**src/hdl/dma_pkt_pkg.sv**
```systemverilog
package dma_pkt_pkg;

  // ============================
  // Packet payload
  // ============================
  localparam int DATA_WIDTH = 64;
  localparam int MASK_WIDTH = DATA_WIDTH / 8;  // One bit per byte

  typedef logic [DATA_WIDTH-1:0] data_t;
  typedef logic [MASK_WIDTH-1:0] mask_t;       // 1 = write the byte

  // Address range, picked by the top host address bit
  typedef enum logic {
    DRAM_RANGE = 1'b0,
    CFR_RANGE  = 1'b1
  } addr_range_t;

  typedef enum logic {
    WRITE = 1'b0,
    READ  = 1'b1
  } req_type_t;

  // Exit queue destination
  typedef enum logic [1:0] {
    DEST_WR   = 2'd0,  // Interconnect only
    DEST_RD   = 2'd1,  // Interconnect and ordering engine together
    DEST_DREG = 2'd2   // Ordering engine register-data port
  } dest_t;

endpackage

```
**src/hdl/dram_pkg.sv**
```systemverilog
package dram_pkg;

  // ============================
  // Host address map
  // ============================
  localparam int ADDR_WIDTH = 32;
  localparam int CH_WIDTH   = 5;   // 32 channels
  localparam int BK_WIDTH   = 4;   // 16 banks
  localparam int ROW_WIDTH  = 14;
  localparam int COL_WIDTH  = 5;

  // Field LSB positions, 8-byte beat below COL_LSB
  localparam int COL_LSB   = 3;
  localparam int BK_LSB    = 8;
  localparam int ROW_LSB   = 12;
  localparam int CH_LSB    = 26;
  localparam int RANGE_BIT = 31;   // 0 DRAM, 1 config space

  // Config space
  localparam int CFR_IDX_LSB = 3;  // One 64-bit register per beat
  localparam int CFR_NUM     = 4;

  typedef logic [ADDR_WIDTH-1:0]      host_addr_t;
  typedef logic [CH_WIDTH-1:0]        ch_addr_t;
  typedef logic [BK_WIDTH-1:0]        bk_addr_t;
  typedef logic [ROW_WIDTH-1:0]       row_addr_t;
  typedef logic [COL_WIDTH-1:0]       col_addr_t;
  typedef logic [$clog2(CFR_NUM)-1:0] cfr_idx_t;

endpackage

```
**src/hdl/dma_ifs.sv**
```systemverilog
`timescale 1ns/1ns

// ==============================
// Decoded host transaction
// ==============================
interface dec_if;
  import dram_pkg::*;
  import dma_pkt_pkg::*;

  logic        valid;
  logic        ready;
  addr_range_t range;
  logic        isrd;     // Read flag from host
  ch_addr_t    ch;
  bk_addr_t    bk;
  row_addr_t   row;
  col_addr_t   col;
  cfr_idx_t    cfr_idx;  // Only meaningful in config range
  data_t       data;
  mask_t       mask;

  modport dec  (output valid, range, isrd, ch, bk, row, col, cfr_idx, data, mask,
                input  ready);
  modport core (input  valid, range, isrd, ch, bk, row, col, cfr_idx, data, mask,
                output ready);
endinterface

// ==============================
// Exit queue write side
// ==============================
interface exq_if;
  import dram_pkg::*;
  import dma_pkt_pkg::*;

  logic      wr;
  dest_t     dest;
  ch_addr_t  ch;
  bk_addr_t  bk;
  row_addr_t row;
  col_addr_t col;
  data_t     data;
  mask_t     mask;
  logic      pfull;  // Programmable full, stop writing

  modport core (output wr, dest, ch, bk, row, col, data, mask, input pfull);
  modport que  (input  wr, dest, ch, bk, row, col, data, mask, output pfull);
endinterface

```
**src/hdl/dma_core.sv**
```systemverilog
`timescale 1ns/1ns

module dma_core (
  input  logic clk,
  input  logic rst,
  dec_if.core  dec,
  exq_if.core  exq
);
  import dram_pkg::*;
  import dma_pkt_pkg::*;

  data_t cfr_reg [CFR_NUM];  // Configuration register file

  logic take;    // Item accepted this cycle
  logic is_cfr;  // Held item targets config space
  logic cfr_wr;  // Config write, no packet

  // ==============================
  // Accept and route
  // ==============================
  assign dec.ready = !exq.pfull;  // Queue headroom covers the in-flight entry
  assign take      = dec.valid && dec.ready;
  assign is_cfr    = (dec.range == CFR_RANGE);
  assign cfr_wr    = take && is_cfr && !dec.isrd;

  // DRAM accesses and config reads make an entry
  assign exq.wr = take && (!is_cfr || dec.isrd);

  always_comb begin
    if (is_cfr) begin
      exq.dest = DEST_DREG;
    end else if (dec.isrd) begin
      exq.dest = DEST_RD;
    end else begin
      exq.dest = DEST_WR;
    end
  end

  // Address fields straight from decode
  assign exq.ch  = dec.ch;
  assign exq.bk  = dec.bk;
  assign exq.row = dec.row;
  assign exq.col = dec.col;

  // Read-back carries register value, mask cleared
  assign exq.data = is_cfr ? cfr_reg[dec.cfr_idx] : dec.data;
  assign exq.mask = is_cfr ? '0 : dec.mask;

  // ==============================
  // Config register writes
  // ==============================
  always_ff @(posedge clk or posedge rst) begin
    if (rst) begin
      for (int i = 0; i < CFR_NUM; i++) begin
        cfr_reg[i] <= '0;
      end
    end else if (cfr_wr) begin
      // Byte enables from the host mask
      for (int b = 0; b < MASK_WIDTH; b++) begin
        if (dec.mask[b]) begin
          cfr_reg[dec.cfr_idx][8*b +: 8] <= dec.data[8*b +: 8];
        end
      end
    end
  end

endmodule

```
**src/hdl/dma_pgen.sv**
```systemverilog
`timescale 1ns/1ns

module dma_pgen #(
  parameter int QUE_DEPTH = 8,
  parameter int QUE_PFULL = 5
) (
  input  logic                   clk,
  input  logic                   rst,
  // Host side
  input  logic                   in_valid,
  output logic                   in_ready,
  input  dram_pkg::host_addr_t   in_addr,
  input  dma_pkt_pkg::data_t     in_data,
  input  dma_pkt_pkg::mask_t     in_mask,
  input  logic                   in_isrd,
  // Interconnect
  output logic                   icnt_valid,
  input  logic                   icnt_rdy,
  output dma_pkt_pkg::req_type_t icnt_req_type,
  output dram_pkg::ch_addr_t     icnt_ch,
  output dram_pkg::bk_addr_t     icnt_bk,
  output dram_pkg::row_addr_t    icnt_row,
  output dram_pkg::col_addr_t    icnt_col,
  output dma_pkt_pkg::data_t     icnt_data,
  output dma_pkt_pkg::mask_t     icnt_mask,
  // Ordering engine request port
  output logic                   orde_valid,
  input  logic                   orde_rdy,
  output dram_pkg::ch_addr_t     orde_ch,
  output dram_pkg::bk_addr_t     orde_bk,
  output dram_pkg::row_addr_t    orde_row,
  output dram_pkg::col_addr_t    orde_col,
  // Ordering engine register-data port
  output logic                   dreg_valid,
  input  logic                   dreg_rdy,
  output dma_pkt_pkg::data_t     dreg_data
);

  dec_if dec_bus ();  // Decode to execute
  exq_if exq_bus ();  // Execute to result

  // ==============================
  // Decode stage
  // ==============================
  trx_decoder u_trx_decoder (
    .clk,
    .rst,
    .in_valid,
    .in_ready,
    .in_addr,
    .in_data,
    .in_mask,
    .in_isrd,
    .dec (dec_bus.dec)
  );

  // Execute stage, config registers live here
  dma_core u_dma_core (
    .clk,
    .rst,
    .dec (dec_bus.core),
    .exq (exq_bus.core)
  );

  // ==============================
  // Result stage
  // ==============================
  exit_queue #(
    .QUE_DEPTH (QUE_DEPTH),
    .QUE_PFULL (QUE_PFULL)
  ) u_exit_queue (
    .clk,
    .rst,
    .exq (exq_bus.que),
    .icnt_valid,
    .icnt_rdy,
    .icnt_req_type,
    .icnt_ch,
    .icnt_bk,
    .icnt_row,
    .icnt_col,
    .icnt_data,
    .icnt_mask,
    .orde_valid,
    .orde_rdy,
    .orde_ch,
    .orde_bk,
    .orde_row,
    .orde_col,
    .dreg_valid,
    .dreg_rdy,
    .dreg_data
  );

endmodule

```
**src/hdl/exit_queue.sv**
```systemverilog
`timescale 1ns/1ns

module exit_queue #(
  parameter int QUE_DEPTH = 8,  // Power of two
  parameter int QUE_PFULL = 5
) (
  input  logic                   clk,
  input  logic                   rst,
  exq_if.que                     exq,
  // Interconnect
  output logic                   icnt_valid,
  input  logic                   icnt_rdy,
  output dma_pkt_pkg::req_type_t icnt_req_type,
  output dram_pkg::ch_addr_t     icnt_ch,
  output dram_pkg::bk_addr_t     icnt_bk,
  output dram_pkg::row_addr_t    icnt_row,
  output dram_pkg::col_addr_t    icnt_col,
  output dma_pkt_pkg::data_t     icnt_data,
  output dma_pkt_pkg::mask_t     icnt_mask,
  // Ordering engine request port
  output logic                   orde_valid,
  input  logic                   orde_rdy,
  output dram_pkg::ch_addr_t     orde_ch,
  output dram_pkg::bk_addr_t     orde_bk,
  output dram_pkg::row_addr_t    orde_row,
  output dram_pkg::col_addr_t    orde_col,
  // Ordering engine register-data port
  output logic                   dreg_valid,
  input  logic                   dreg_rdy,
  output dma_pkt_pkg::data_t     dreg_data
);
  import dram_pkg::*;
  import dma_pkt_pkg::*;

  localparam int PTR_W = $clog2(QUE_DEPTH);

  // Entry storage, no reset
  dest_t     dest_mem [QUE_DEPTH];
  ch_addr_t  ch_mem   [QUE_DEPTH];
  bk_addr_t  bk_mem   [QUE_DEPTH];
  row_addr_t row_mem  [QUE_DEPTH];
  col_addr_t col_mem  [QUE_DEPTH];
  data_t     data_mem [QUE_DEPTH];
  mask_t     mask_mem [QUE_DEPTH];

  logic [PTR_W-1:0] wr_ptr;
  logic [PTR_W-1:0] rd_ptr;
  logic [PTR_W:0]   count;      // Occupancy, 0..QUE_DEPTH
  logic             empty;
  logic             pop;
  dest_t            head_dest;  // FWFT head

  assign empty     = (count == '0);
  assign exq.pfull = (count >= QUE_PFULL);
  assign head_dest = dest_mem[rd_ptr];

  // ==============================
  // Write side
  // ==============================
  always_ff @(posedge clk) begin
    if (exq.wr) begin
      dest_mem[wr_ptr] <= exq.dest;
      ch_mem[wr_ptr]   <= exq.ch;
      bk_mem[wr_ptr]   <= exq.bk;
      row_mem[wr_ptr]  <= exq.row;
      col_mem[wr_ptr]  <= exq.col;
      data_mem[wr_ptr] <= exq.data;
      mask_mem[wr_ptr] <= exq.mask;
    end
  end

  always_ff @(posedge clk or posedge rst) begin
    if (rst) begin
      wr_ptr <= '0;
      rd_ptr <= '0;
      count  <= '0;
    end else begin
      if (exq.wr) wr_ptr <= wr_ptr + 1'b1;  // Wraps, power-of-two depth
      if (pop)    rd_ptr <= rd_ptr + 1'b1;
      case ({exq.wr, pop})
        2'b10:   count <= count + 1'b1;
        2'b01:   count <= count - 1'b1;
        default: count <= count;           // Both or neither
      endcase
    end
  end

  // ==============================
  // Three-way dispatch
  // ==============================
  // Reads leave on both outlets in the same cycle
  assign icnt_valid = !empty && ((head_dest == DEST_WR) ||
                                 (head_dest == DEST_RD && orde_rdy));
  assign orde_valid = !empty && (head_dest == DEST_RD) && icnt_rdy;
  assign dreg_valid = !empty && (head_dest == DEST_DREG);

  always_comb begin
    case (head_dest)
      DEST_WR:   pop = !empty && icnt_rdy;
      DEST_RD:   pop = !empty && icnt_rdy && orde_rdy;
      DEST_DREG: pop = !empty && dreg_rdy;
      default:   pop = 1'b0;  // Never written
    endcase
  end

  // Head fields fanned out to every outlet
  assign icnt_req_type = (head_dest == DEST_RD) ? READ : WRITE;
  assign icnt_ch       = ch_mem[rd_ptr];
  assign icnt_bk       = bk_mem[rd_ptr];
  assign icnt_row      = row_mem[rd_ptr];
  assign icnt_col      = col_mem[rd_ptr];
  assign icnt_data     = data_mem[rd_ptr];
  assign icnt_mask     = mask_mem[rd_ptr];
  assign orde_ch       = ch_mem[rd_ptr];
  assign orde_bk       = bk_mem[rd_ptr];
  assign orde_row      = row_mem[rd_ptr];
  assign orde_col      = col_mem[rd_ptr];
  assign dreg_data     = data_mem[rd_ptr];  // Config read-back value

endmodule

```
**src/hdl/trx_decoder.sv**
```systemverilog
`timescale 1ns/1ns

module trx_decoder (
  input  logic                clk,
  input  logic                rst,
  input  logic                in_valid,
  output logic                in_ready,
  input  dram_pkg::host_addr_t in_addr,
  input  dma_pkt_pkg::data_t  in_data,
  input  dma_pkt_pkg::mask_t  in_mask,
  input  logic                in_isrd,
  dec_if.dec                  dec
);
  import dram_pkg::*;
  import dma_pkt_pkg::*;

  logic init_done;  // Holds off the host for one cycle after reset
  logic load;       // Host handshake

  // Refill allowed while the core takes the held item
  assign in_ready = init_done && (!dec.valid || dec.ready);
  assign load     = in_valid && in_ready;

  // ==============================
  // Holding register control
  // ==============================
  always_ff @(posedge clk or posedge rst) begin
    if (rst) begin
      init_done <= 1'b0;
      dec.valid <= 1'b0;
    end else begin
      init_done <= 1'b1;
      if (load) begin
        dec.valid <= 1'b1;
      end else if (dec.ready) begin
        dec.valid <= 1'b0;  // Taken, nothing new
      end
    end
  end

  // Address split on load, fixed map
  always_ff @(posedge clk) begin
    if (load) begin
      dec.range   <= addr_range_t'(in_addr[RANGE_BIT]);
      dec.ch      <= in_addr[CH_LSB +: $bits(ch_addr_t)];
      dec.bk      <= in_addr[BK_LSB +: $bits(bk_addr_t)];
      dec.row     <= in_addr[ROW_LSB +: $bits(row_addr_t)];
      dec.col     <= in_addr[COL_LSB +: $bits(col_addr_t)];
      dec.cfr_idx <= in_addr[CFR_IDX_LSB +: $bits(cfr_idx_t)];  // Overlaps column bits
      dec.isrd    <= in_isrd;
      dec.data    <= in_data;
      dec.mask    <= in_mask;
    end
  end

endmodule

```
**config.mk**
```make
export PLATFORM = sky130hd
export DESIGN_NAME = dma_pgen
export DESIGN_NICKNAME = d
export VERILOG_FILES = /design/src/hdl/dma_pkt_pkg.sv /design/src/hdl/dram_pkg.sv /design/src/hdl/dma_ifs.sv /design/src/hdl/dma_core.sv /design/src/hdl/dma_pgen.sv /design/src/hdl/exit_queue.sv /design/src/hdl/trx_decoder.sv
export SDC_FILE = /design/constraint.sdc
export NUM_CORES = 1
export LEC_CHECK = 0
export BUFFER_PORTS_ARGS = -buffer_cell sky130_fd_sc_hd__buf_2
export CAP_MARGIN = 20
export CORE_UTILIZATION = 60
export DETAILED_ROUTE_END_ITERATION = 8
export HOLD_SLACK_MARGIN = 0.03
export PLACE_DENSITY = 0.79
export SETUP_SLACK_MARGIN = 0.1
export SYNTH_ARGS = -nofsm -noshare
export SYNTH_HDL_FRONTEND = slang
export SYNTH_SLANG_ARGS = --single-unit
```
**constraint.sdc**
```tcl
create_clock -name clk -period 19.1 [get_ports clk]
set_input_delay 2.865 -clock clk [delete_from_list [all_inputs] [get_ports clk]]
set_output_delay 2.865 -clock clk [all_outputs]
set_load 0.02 [all_outputs]
```
==> results of run 1 <==
==> cell type report <==
type | instances | area [µm²] | area share (%)
clock buffers | 165 | 3180 | 6.03
clock inverters | 48 | 515 | 0.978
inverters | 9 | 41.3 | 0.0783
multi-input cells | 796 | 11500 | 21.9
flip-flops and latches | 1186 | 34300 | 65.1
well taps | 1040 | 1300 | 2.47
repair buffers | 343 | 1860 | 3.53
==> through the flow <==
| stage | util, % | setup WS, ns | area, µm² |
|---|---|---|---|
| 2_1_floorplan | - | 8.85 | 46800 |
| 3_3_place_gp | 63.3 | 12.53 | 48900 |
| 3_5_place_dp | 63.3 | 12.50 | 49000 |
| 4_1_cts | 68.1 | 11.75 | 52700 |
| 5_1_grt | 68.1 | 11.57 | 52700 |
| 6_report | 68.1 | 11.94 | 52700 |
==> per-layer routing <==
layer | vias to the layer above | routed length [µm] | share of wire (%) | global-route usage [%]
li1 | 9239 | - | - | -
met1 | 11800 | 39200 | 40 | 33.3
met2 | 713 | 52100 | 53 | 44.5
met3 | 167 | 5150 | 5.2 | 4.29
met4 | 6 | 2430 | 2.5 | 7.22
met5 | - | 30 | 0.030 | 0
==> worst max-delay path by stage <==
stage,from,endpoint,slack [ns],cells after the start
detailed placement,u_exit_queue.rd_ptr[0],icnt_data[24],12.50,5
global route,u_exit_queue.rd_ptr[0],icnt_mask[3],11.57,5
CTS,u_exit_queue.rd_ptr[0],icnt_data[24],11.75,5
floorplan,rst,u_dma_core.cfr_reg[0],8.85,1
global placement,u_exit_queue.rd_ptr[0],icnt_data[6],12.53,5
finish,u_exit_queue.rd_ptr[0],icnt_mask[3],11.94,5
==> placed cells by master, fill, tap and decap left out, drive strengths merged, types with 2 or more instances in the layout <==
master    n
a21o      2
a21oi     2
and2     10
buf     343
bufinv    8
clkbuf  165
clkinv   34
dfrtp   268
edfxtp  918
ha        5
inv      14
mux2    421
mux2i     3
mux4    268
nand2    34
nand2b    4
nor2      9
nor2b    11
nor3      7
o21ai     3
xnor2     5
xor2      3
==> power groups by stage <==
stage | registers (mW) | logic [mW] | clock network, mW
6_report | 3.51 | 2.52 | 2.20
4_1_cts | 3.51 | 2.56 | 2.24
5_1_grt | 3.54 | 2.70 | 2.34
2_1_floorplan | 3.45 | 2.07 | 0
3_3_place_gp | 3.50 | 2.48 | 0
3_5_place_dp | 3.55 | 2.54 | 0
==> kinds of logic after synthesis <==
logic type,synth area share (%)
flip-flops,73.2
buffers and inverters,2.34
adder cells (fa/ha/maj),0.176
other,0.00801
XOR/XNOR,0.150
AO/OA/AOI/OAI,0.104
multiplexers,23.1
AND/OR/NAND/NOR,0.893
==> out/summary.txt, run 1 <==
Run status -> completed
Largest fanout on the critical path -> 48
NetSw -> 2.55 mW
Iter 0 DRT Violations -> 1524
Worst hold stages -> 1
Worst rel slew slack -> 26.4%
Setup violators final -> 0
Synth top area share -> 58.9%
Buf+Inv Stages, Crit Path -> 3
H-tree depth -> 3
Clock power share -> 26.8%
Routability cong. -> 0.756
Hold buffers post-CTS -> 0
Register bit total from synthesis -> 1186
Full die area -> 79100 µm²
Top post-synthesis cells by area -> edfxtp_1 59%, dfrtp_1 14%, mux4_2 13%
Fmax -> 140 MHz
Die Y-Extent -> 281 µm
CP most frequent cell -> buf_4
Final hold violation count -> 0
Pwr Density -> 156 nW/µm²
Post-DP HPWL -> 54.8 mm
Slowest-stage cell, CP -> buf_4
Drt drc -> 0
Final nets -> 2568
Crit share post-route -> 37.5%
IO Pins -> 308
Most instantiated cells after synthesis -> 918 x edfxtp_1, 420 x mux2_2, 268 x dfrtp_1, 268 x mux4_2, 92 x buf_4
RSZ-0062 raised after global routing -> false
Peak ir drop on the vdd network -> 0.108 mV
CTS clk-pin slew, worst paths -> 0.06 ns
Mean routed wirelength per cell -> 27.6 µm
Crit path launch type -> flop
Static leakage -> 19.3 nW
Setup CP Type -> flop to output pin
Max-cap check violation count -> 0
Req. time, crit path -> 16.23 ns
Max Slew Vio Count -> 0
Switching share of power -> 31.0%
Flop-to-flop setup slack -> 14.83 ns
Worst skew pair latency -> 0.68 ns
Die Span X -> 281 µm
Crit-path leading delay family -> buffers and inverters
First-pass GRT wire length -> 146 mm
Worst EP arrival -> 4.29 ns
Logic pwr share -> 30.6%
# placed instances -> 3372
Min-delay src -> u_dma_core.cfr_reg[117]
Worst R2R End -> u_exit_queue.count[3]
Fraction of layout cells with a size suffix above 1 -> 47.5%
EDFF count, synth -> 918
Worst-path cell chain -> buf_4 -> buf_4 -> mux4_2 -> mux2_2 -> buf_2
Port Buffer Count -> 304
Mapped cell area -> 46800 µm²
Sequential area share after synthesis -> 73.2%
FP Rows -> 102
Area grow syn2layout -> 12.6%
Sequential Power Share -> 42.6%
Sink Count -> 1186
Antenna violations before repair -> 6
Hold Crit Class -> flop to flop
Async S/R FF share, synth -> 22.6%
Worst Hold Path EP -> u_dma_core.cfr_reg[117]
Clock skew -> 0.0167 ns
Crit. End Element -> output pin
Minimum clock period -> 7.16 ns
Mapped Cells -> 2171
Mapped Nets -> 2288
Yosys warnings -> 0
Final hold slack -> 0.501 ns
Gr ovfl total -> 0
Total core area -> 77300 µm²
Resized Gates After CTS -> 0
CTS tree -> yes
Tot Pwr -> 8.23 mW
Largest net degree at the start of global routing -> 108
Ys flop type -> edfxtp_1
Via density -> 6.12
Clock tree buffer depth -> 3
Largest area contributor in the netlist -> edfxtp_1
Max reg flops -> 512
Internal Pwr Total -> 5.67 mW
Antenna cells -> 0
Post-CTS setup buffer count -> 0
Worst-margin pin slew -> 1.10 ns
Fill cells -> 4836
Overall Global Routing Usage -> 25.5%
Post-Layout Cell Count -> 3587
CTS Buf Count -> 115
Final WL -> 98.9 mm
Reg-to-reg startpoint -> u_exit_queue.rd_ptr[0]
Vias in the first global route -> 23600
Critical Path Max Stage Delay -> 0.92 ns
Synth Area per Inst -> 21.6 µm²
Starting density of the core -> 60.5%
Antenna viol nets, final -> 0
Root Driver -> clkbuf_16
Most common cell in the netlist -> edfxtp_1
Total number of vias -> 22000
DRT Pass-1 Iters -> 7
Worst r2r path cells -> 13
Synth cell types -> 35
TNS Setup -> 0 ns
Power figures use the tool's default switching activity.
==> run 2, diff against run 1 <==
==> constraint.sdc (replaced) <==
create_clock -name clk -period 7.3 [get_ports clk]
set_input_delay 1.095 -clock clk [delete_from_list [all_inputs] [get_ports clk]]
set_output_delay 1.095 -clock clk [all_outputs]
set_load 0.02 [all_outputs]
==> out/summary.txt, run 2 (synthesis results as in run 1) <==
CTS clk-pin slew, worst paths -> 0.06 ns (about the same)
Resized Gates After CTS -> 0 (unchanged)
Crit share post-route -> 63.2%
RSZ-0062 raised after global routing -> false
Starting density of the core -> 60.5% (unchanged)
Mean routed wirelength per cell -> 27.2 µm (-1.2%)
Crit. End Element -> output pin
Worst Hold Path EP -> u_dma_core.cfr_reg[139]
Full die area -> 79100 µm² (unchanged)
Final WL -> 97.8 mm (-1.1%)
Port Buffer Count -> 304 (unchanged)
Minimum clock period -> 4.61 ns
Max Slew Vio Count -> 0 (unchanged)
Total core area -> 77300 µm² (unchanged)
Max reg flops -> 512 (unchanged)
CTS tree -> yes
Worst-margin pin slew -> 1.14 ns (+0.0405 ns)
Vias in the first global route -> 23300 (-1.4%)
Worst EP arrival -> 3.52 ns (-0.77 ns)
Setup violators final -> 0 (unchanged)
Static leakage -> 19.4 nW (+0.35%)
Fill cells -> 4804 (-0.66%)
Worst r2r path cells -> 12 (-1)
Worst rel slew slack -> 23.7% (-2.7 points)
Worst R2R End -> u_exit_queue.count[3]
First-pass GRT wire length -> 146 mm (-0.47%)
Die Span X -> 281 µm (unchanged)
Peak ir drop on the vdd network -> 0.321 mV (+200%)
CTS Buf Count -> 116 (+0.87%)
Iter 0 DRT Violations -> 1498 (-1.7%)
Flop-to-flop setup slack -> 3.11 ns (-11.72 ns)
Area grow syn2layout -> 12.9%
Most frequent cells in the layout -> 918 x edfxtp_1, 420 x mux2_2, 304 x buf_2
DRT Pass-1 Iters -> 7 (unchanged)
Largest net degree at the start of global routing -> 172 (+59%)
Clock skew -> 0.0243 ns (+0.00756 ns)
Reg-to-reg startpoint -> u_exit_queue.rd_ptr[1]
Die Y-Extent -> 281 µm (unchanged)
IO Pins -> 308 (unchanged)
Hold Crit Class -> flop to flop
Area of the multi-input gates -> 11500 µm² (+0.11%)
FP Rows -> 102 (unchanged)
Antenna viol nets, final -> 0 (unchanged)
Run status -> completed
Commonest non-fill, non-tap cell in the layout -> edfxtp_1
Total number of vias -> 21900 (-0.26%)
Final nets -> 2566 (-0.078%)
Hold buffers post-CTS -> 0 (unchanged)
Gr ovfl total -> 0 (unchanged)
Post-CTS setup buffer count -> 0 (unchanged)
Pwr Density -> 410 nW/µm² (+160%)
Register area -> 34300 µm² (unchanged)
Clock tree buffer depth -> 3 (unchanged)
Drt drc -> 0 (unchanged)
Min-delay src -> u_dma_core.cfr_reg[139]
TNS Setup -> 0 ns (unchanged)
Crit path launch type -> flop
Fmax -> 217 MHz
Final hold violation count -> 0 (unchanged)
Post-DP HPWL -> 55.6 mm (+1.4%)
Final core occ -> 68.3% (+0.19 points)
Overall Global Routing Usage -> 25.3% (-0.19 points)
Worst skew pair latency -> 0.67 ns (about the same)
Sink Count -> 1186 (unchanged)
Routability cong. -> 0.716 (-5.3%)
Antenna violations before repair -> 4 (-2)
Setup CP Type -> flop to output pin
Root Driver -> clkbuf_16
H-tree depth -> 3 (unchanged)
Largest fanout on the critical path -> 87 (+81%)
Fraction of layout cells with a size suffix above 1 -> 48.2% (+0.69 points)
Max-cap check violation count -> 0 (unchanged)
Worst hold stages -> 1 (unchanged)
Via density -> 6.10 (-0.37%)
Req. time, crit path -> 6.20 ns (-10.03 ns)
## run 2: cell count changes in the layout (fill, tap and decap cells not counted), sizes merged
cell and delta:
inv -1, diode +1, clkinvlp +7, clkbuf -15, bufinv +3, buf -3
clkinv +12
## run 2: critical path, cell delays in order, from the launching register on
cell	delay [ns]
dfrtp_4	0.97
buf_12	0.50
mux4_2	0.60
mux2_2	0.31
buf_2	0.17
## run 2: worst max-delay path by stage
stage	start	end	depth (start not counted)
final	u_exit_queue.rd_ptr[0]	icnt_row[12]	4
after global routing	u_exit_queue.rd_ptr[1]	orde_valid	5
after CTS	u_exit_queue.rd_ptr[0]	icnt_data[33]	4
after detailed placement	u_exit_queue.rd_ptr[1]	u_exit_queue.count[3]	12
after global placement	u_exit_queue.rd_ptr[1]	u_exit_queue.count[3]	12
after floorplan	u_exit_queue.count[0]	u_exit_queue.bk_mem[7][0]	5
## run 2: area by class of cell
type,count,area share (%)
clock inverter,69,1.22
inverter,9,0.0710
timing repair buffer,340,3.50
antenna,1,0.00473
sequential,1186,64.9
tap,1040,2.46
multi-input combinational,796,21.8
clock buffer,150,6.04
## run 2: metal layers
layer	track usage (%)	vias up	share of wire, %
met3	3.97	147	5.0
met2	44.9	669	53
li1	-	9242	-
met5	0	-	0.040
met4	6.24	6	2.1
met1	33.0	11800	40
## run 2: where the power goes
part	internal, mW	total, mW	leakage (nW)	switching, mW
Combinational	2.95	6.54	5.54	3.59
Clock	3.47	5.94	1.89	2.47
Sequential	8.58	9.21	12.0	0.636
## run 2: metrics by stage
step | area (µm²) | hold WS [ns] | instances | power [mW] | setup slack [ns]
detailed placement | 49000 | 0.488 | 3371 | 16.0 | 3.13
global placement | 49000 | 0.480 | 3370 | 15.7 | 3.20
finish | 52900 | 0.497 | 3591 | 21.7 | 2.69
global route | 52800 | 0.509 | 3590 | 22.6 | 2.38
floorplan | 46800 | 0.457 | 2171 | 14.4 | 1.18
CTS | 52800 | 0.500 | 3590 | 21.9 | 2.53
==> run 3, diff against run 2 <==
--- a/config.mk
+++ b/config.mk
@@ -5,6 +5,7 @@
 export SDC_FILE = /design/constraint.sdc
 export NUM_CORES = 1
 export LEC_CHECK = 0
+export ABC_AREA = 1
 export BUFFER_PORTS_ARGS = -buffer_cell sky130_fd_sc_hd__buf_2
 export CAP_MARGIN = 20
 export CORE_UTILIZATION = 60
==> constraint.sdc (replaced) <==
create_clock -name clk -period 4.39 [get_ports clk]
set_input_delay 0.6585 -clock clk [delete_from_list [all_inputs] [get_ports clk]]
set_output_delay 0.6585 -clock clk [all_outputs]
set_load 0.02 [all_outputs]
==> out/summary.txt, run 3 <==
Max Slew Vio Count -> 0 (unchanged)
Fmax -> 255 MHz
Largest fanout on the critical path -> 167 (+92%)
DRT Pass-1 Iters -> 5 (-2)
CP most frequent cell -> nand2_1
Crit share post-route -> 89.2%
Iter 0 DRT Violations -> 3270 (+120%)
Area grow syn2layout -> 12.4%
Req. time, crit path -> 3.73 ns (-2.47 ns)
Mapped Nets -> 4088 (+79%)
Total number of vias -> 31400 (+43%)
Largest net degree at the start of global routing -> 181 (+5.2%)
Post-Layout Cell Count -> 5267 (+47%)
Logic pwr share -> 32.0% (+1.9 points)
EDFF count, synth -> 918 (unchanged)
Area of the multi-input gates -> 10800 µm² (-6.8%)
Sequential area share after synthesis -> 72.6% (-0.61 points)
Final nets -> 4243 (+65%)
FP Rows -> 102 (unchanged)
Async S/R FF share, synth -> 22.6% (unchanged)
Critical Path Max Stage Delay -> 0.63 ns (-0.34 ns)
Buf+Inv Stages, Crit Path -> 3 (+1)
Most common cell in the netlist -> edfxtp_1
Clock skew -> 0.0318 ns (+0.00753 ns)
Yosys warnings -> 0 (unchanged)
Crit path launch type -> flop
Register area -> 34300 µm² (unchanged)
Fraction of layout cells with a size suffix above 1 -> 13.3% (-35 points)
Mean routed wirelength per cell -> 21.0 µm (-23%)
Port Buffer Count -> 304 (unchanged)
Worst-margin pin slew -> 1.14 ns (-0.00273 ns)
Post-CTS setup buffer count -> 0 (unchanged)
Crit. End Element -> output pin
Setup CP Type -> flop to output pin
Drt drc -> 0 (unchanged)
Largest area contributor in the netlist -> edfxtp_1
Fill cells -> 5310 (+11%)
Mapped Cells -> 3971 (+83%)
Register bit total from synthesis -> 1186 (unchanged)
Max-cap check violation count -> 0 (unchanged)
Pwr Density -> 698 nW/µm² (+70%)
Post-DP HPWL -> 58.0 mm (+4.3%)
CTS clk-pin slew, worst paths -> 0.06 ns (about the same)
RSZ-0062 raised after global routing -> false
Peak ir drop on the vdd network -> 0.520 mV (+62%)
Hold buffers post-CTS -> 0 (unchanged)
Slowest-stage cell, CP -> buf_4
Die Span X -> 282 µm (+0.41%)
Internal Pwr Total -> 23.6 mW (+57%)
Antenna viol nets, final -> 0 (unchanged)
Top post-synthesis cells by area -> edfxtp_1 58%, dfrtp_1 14%, o21ai_0 7.5%
Routability cong. -> 0.750 (+4.7%)
Most instantiated cells after synthesis -> 918 x edfxtp_1, 847 x nand2_1, 705 x o21ai_0
H-tree depth -> 3 (unchanged)
Worst skew pair latency -> 0.68 ns (about the same)
Antenna violations before repair -> 4 (unchanged)
Full die area -> 79800 µm² (+0.83%)
Hold Crit Class -> input port to flop
Commonest non-fill, non-tap cell in the layout -> edfxtp_1
Synth Area per Inst -> 11.9 µm² (-45%)
Flop-to-flop setup slack -> 1.05 ns (-2.06 ns)
Mapped cell area -> 47200 µm² (+0.83%)
Crit-path leading delay family -> buffers and inverters
Minimum clock period -> 3.92 ns
Static leakage -> 20.0 nW (+2.9%)
Final hold violation count -> 0 (unchanged)
Die Y-Extent -> 282 µm (+0.41%)
Worst-path cell chain -> buf_12 -> buf_4 -> o21ai_0 -> o22ai_1 -> nand2_1 -> nand2_1 -> buf_2
Sequential Power Share -> 40.3% (-2.2 points)
Switching share of power -> 36.3% (+5.4 points)
Clock tree buffer depth -> 3 (unchanged)
# placed instances -> 5041 (+50%)
Gr ovfl total -> 0 (unchanged)
Starting density of the core -> 60.8% (+0.30 points)
CTS tree -> yes
CTS Buf Count -> 116 (unchanged)
Run status -> completed
Final WL -> 111 mm (+13%)
Resized Gates After CTS -> 0 (unchanged)
Root Driver -> clkbuf_16
IO Pins -> 308 (unchanged)
Max reg flops -> 512 (unchanged)
Synth cell types -> 31 (-11%)
Overall Global Routing Usage -> 27.6% (+2.3 points)
Setup violators final -> 0 (unchanged)
Most frequent cells in the layout -> 918 x edfxtp_1, 847 x nand2_1, 704 x o21ai_0
Vias in the first global route -> 29600 (+27%)
NetSw -> 13.4 mW (+100%)
Sink Count -> 1186 (unchanged)
Via density -> 5.96 (-2.3%)
Worst rel slew slack -> 23.1% (-0.62 points)
Clock power share -> 27.7% (+0.3 points)
Tot Pwr -> 37.0 mW (+71%)
Ys flop type -> edfxtp_1
First-pass GRT wire length -> 168 mm (+15%)
Synth top area share -> 58.4% (-0.49 points)
Worst EP arrival -> 3.26 ns (-0.26 ns)
Total core area -> 77600 µm² (+0.33%)
-- run 3: cell count changes after synthesis, sizes merged, moves of 107 or more --
cell,previous run,this run
mux2,421,1
mux4,268,0
nor2,9,455
o21ai,3,705
o22ai,0,201
nand2,34,847
clkbuf,45,152
-- run 3: final timing paths --
| path | start | to | cells past startpoint |
|---|---|---|---|
| hold reg to reg | u_dma_core.cfr_reg[43] | u_dma_core.cfr_reg[43] | 2 |
| setup reg to reg | u_exit_queue.rd_ptr[0] | u_exit_queue.count[3] | 13 |
| min in group asynchronous | rst | u_dma_core.cfr_reg[45] | 3 |
| hold / removal | in_data[19] | u_trx_decoder.dec.data[19] | 1 |
| setup / recovery | u_exit_queue.rd_ptr[0] | icnt_data[2] | 7 |
| max in group asynchronous | rst | u_dma_core.cfr_reg[128] | 3 |
-- run 3: logic make-up (layout without fill, tap and decap cells) --
kind of cell    Yosys count  count (layout)  synth area share (%)
mux                       1               1                0.0239
compound gates          973             973                  11.2
buf+inv                 434             688                  4.76
other cells               1               3               0.00795
xor+xnor                  6               6                 0.111
simple gates           1364            1364                  11.2
flops                  1186            1186                  72.6
fa+ha+maj                 6               6                 0.175
-- run 3: area by class of cell --
class | instances | share of cell area, %
clock inverter | 77 | 1.73
inverter | 109 | 0.802
tap | 1040 | 2.45
multi-input combinational | 2351 | 20.3
timing repair buffer | 362 | 4.33
sequential | 1186 | 64.6
antenna | 2 | 0.00944
clock buffer | 140 | 5.76
-- run 3: per-stage QoR --
step	setup slack, ns	cell area (µm²)	utilization, %	hold slack (ns)	setup TNS (ns)
floorplan	-1.68	47200	-	0.453	-1442.35
global placement	1.15	49000	63.1	0.466	0
detailed placement	1.08	49000	63.2	0.473	0
CTS	0.478	53000	68.3	0.116	0
global route	0.253	53000	68.4	0.136	0
finish	0.473	53000	68.4	0.151	0
-- run 3: per-layer routing --
layer / GRT usage, % / share of wire (%) / vias to the layer above
met5: 0 / 0.0090 / -
met4: 8.95 / 2.4 / 2
met3: 4.49 / 9.4 / 176
met2: 44.4 / 47 / 1643
met1: 39.0 / 41 / 15300
li1: - / - / 14300
-- run 3: power by group through the flow --
| stage | Sequential [mW] | Clock [mW] | Combinational, mW |
|---|---|---|---|
| finish | 14.9 | 10.3 | 11.9 |
| CTS | 14.9 | 10.4 | 11.8 |
| floorplan | 14.9 | 0 | 8.82 |
| global placement | 15.0 | 0 | 11.4 |
| global route | 15.0 | 10.8 | 13.0 |
| detailed placement | 15.1 | 0 | 11.7 |
-- run 3: worst reg2reg max path, delay by kind of cell (launching register included) --
family / cells / cell delay, ns
compound gates: 3 / 0.49
mux: 1 / 0.27
flops: 1 / 0.46
buf+inv: 1 / 0.55
xor+xnor: 1 / 0.15
simple gates: 5 / 0.76
fa+ha+maj: 2 / 0.56
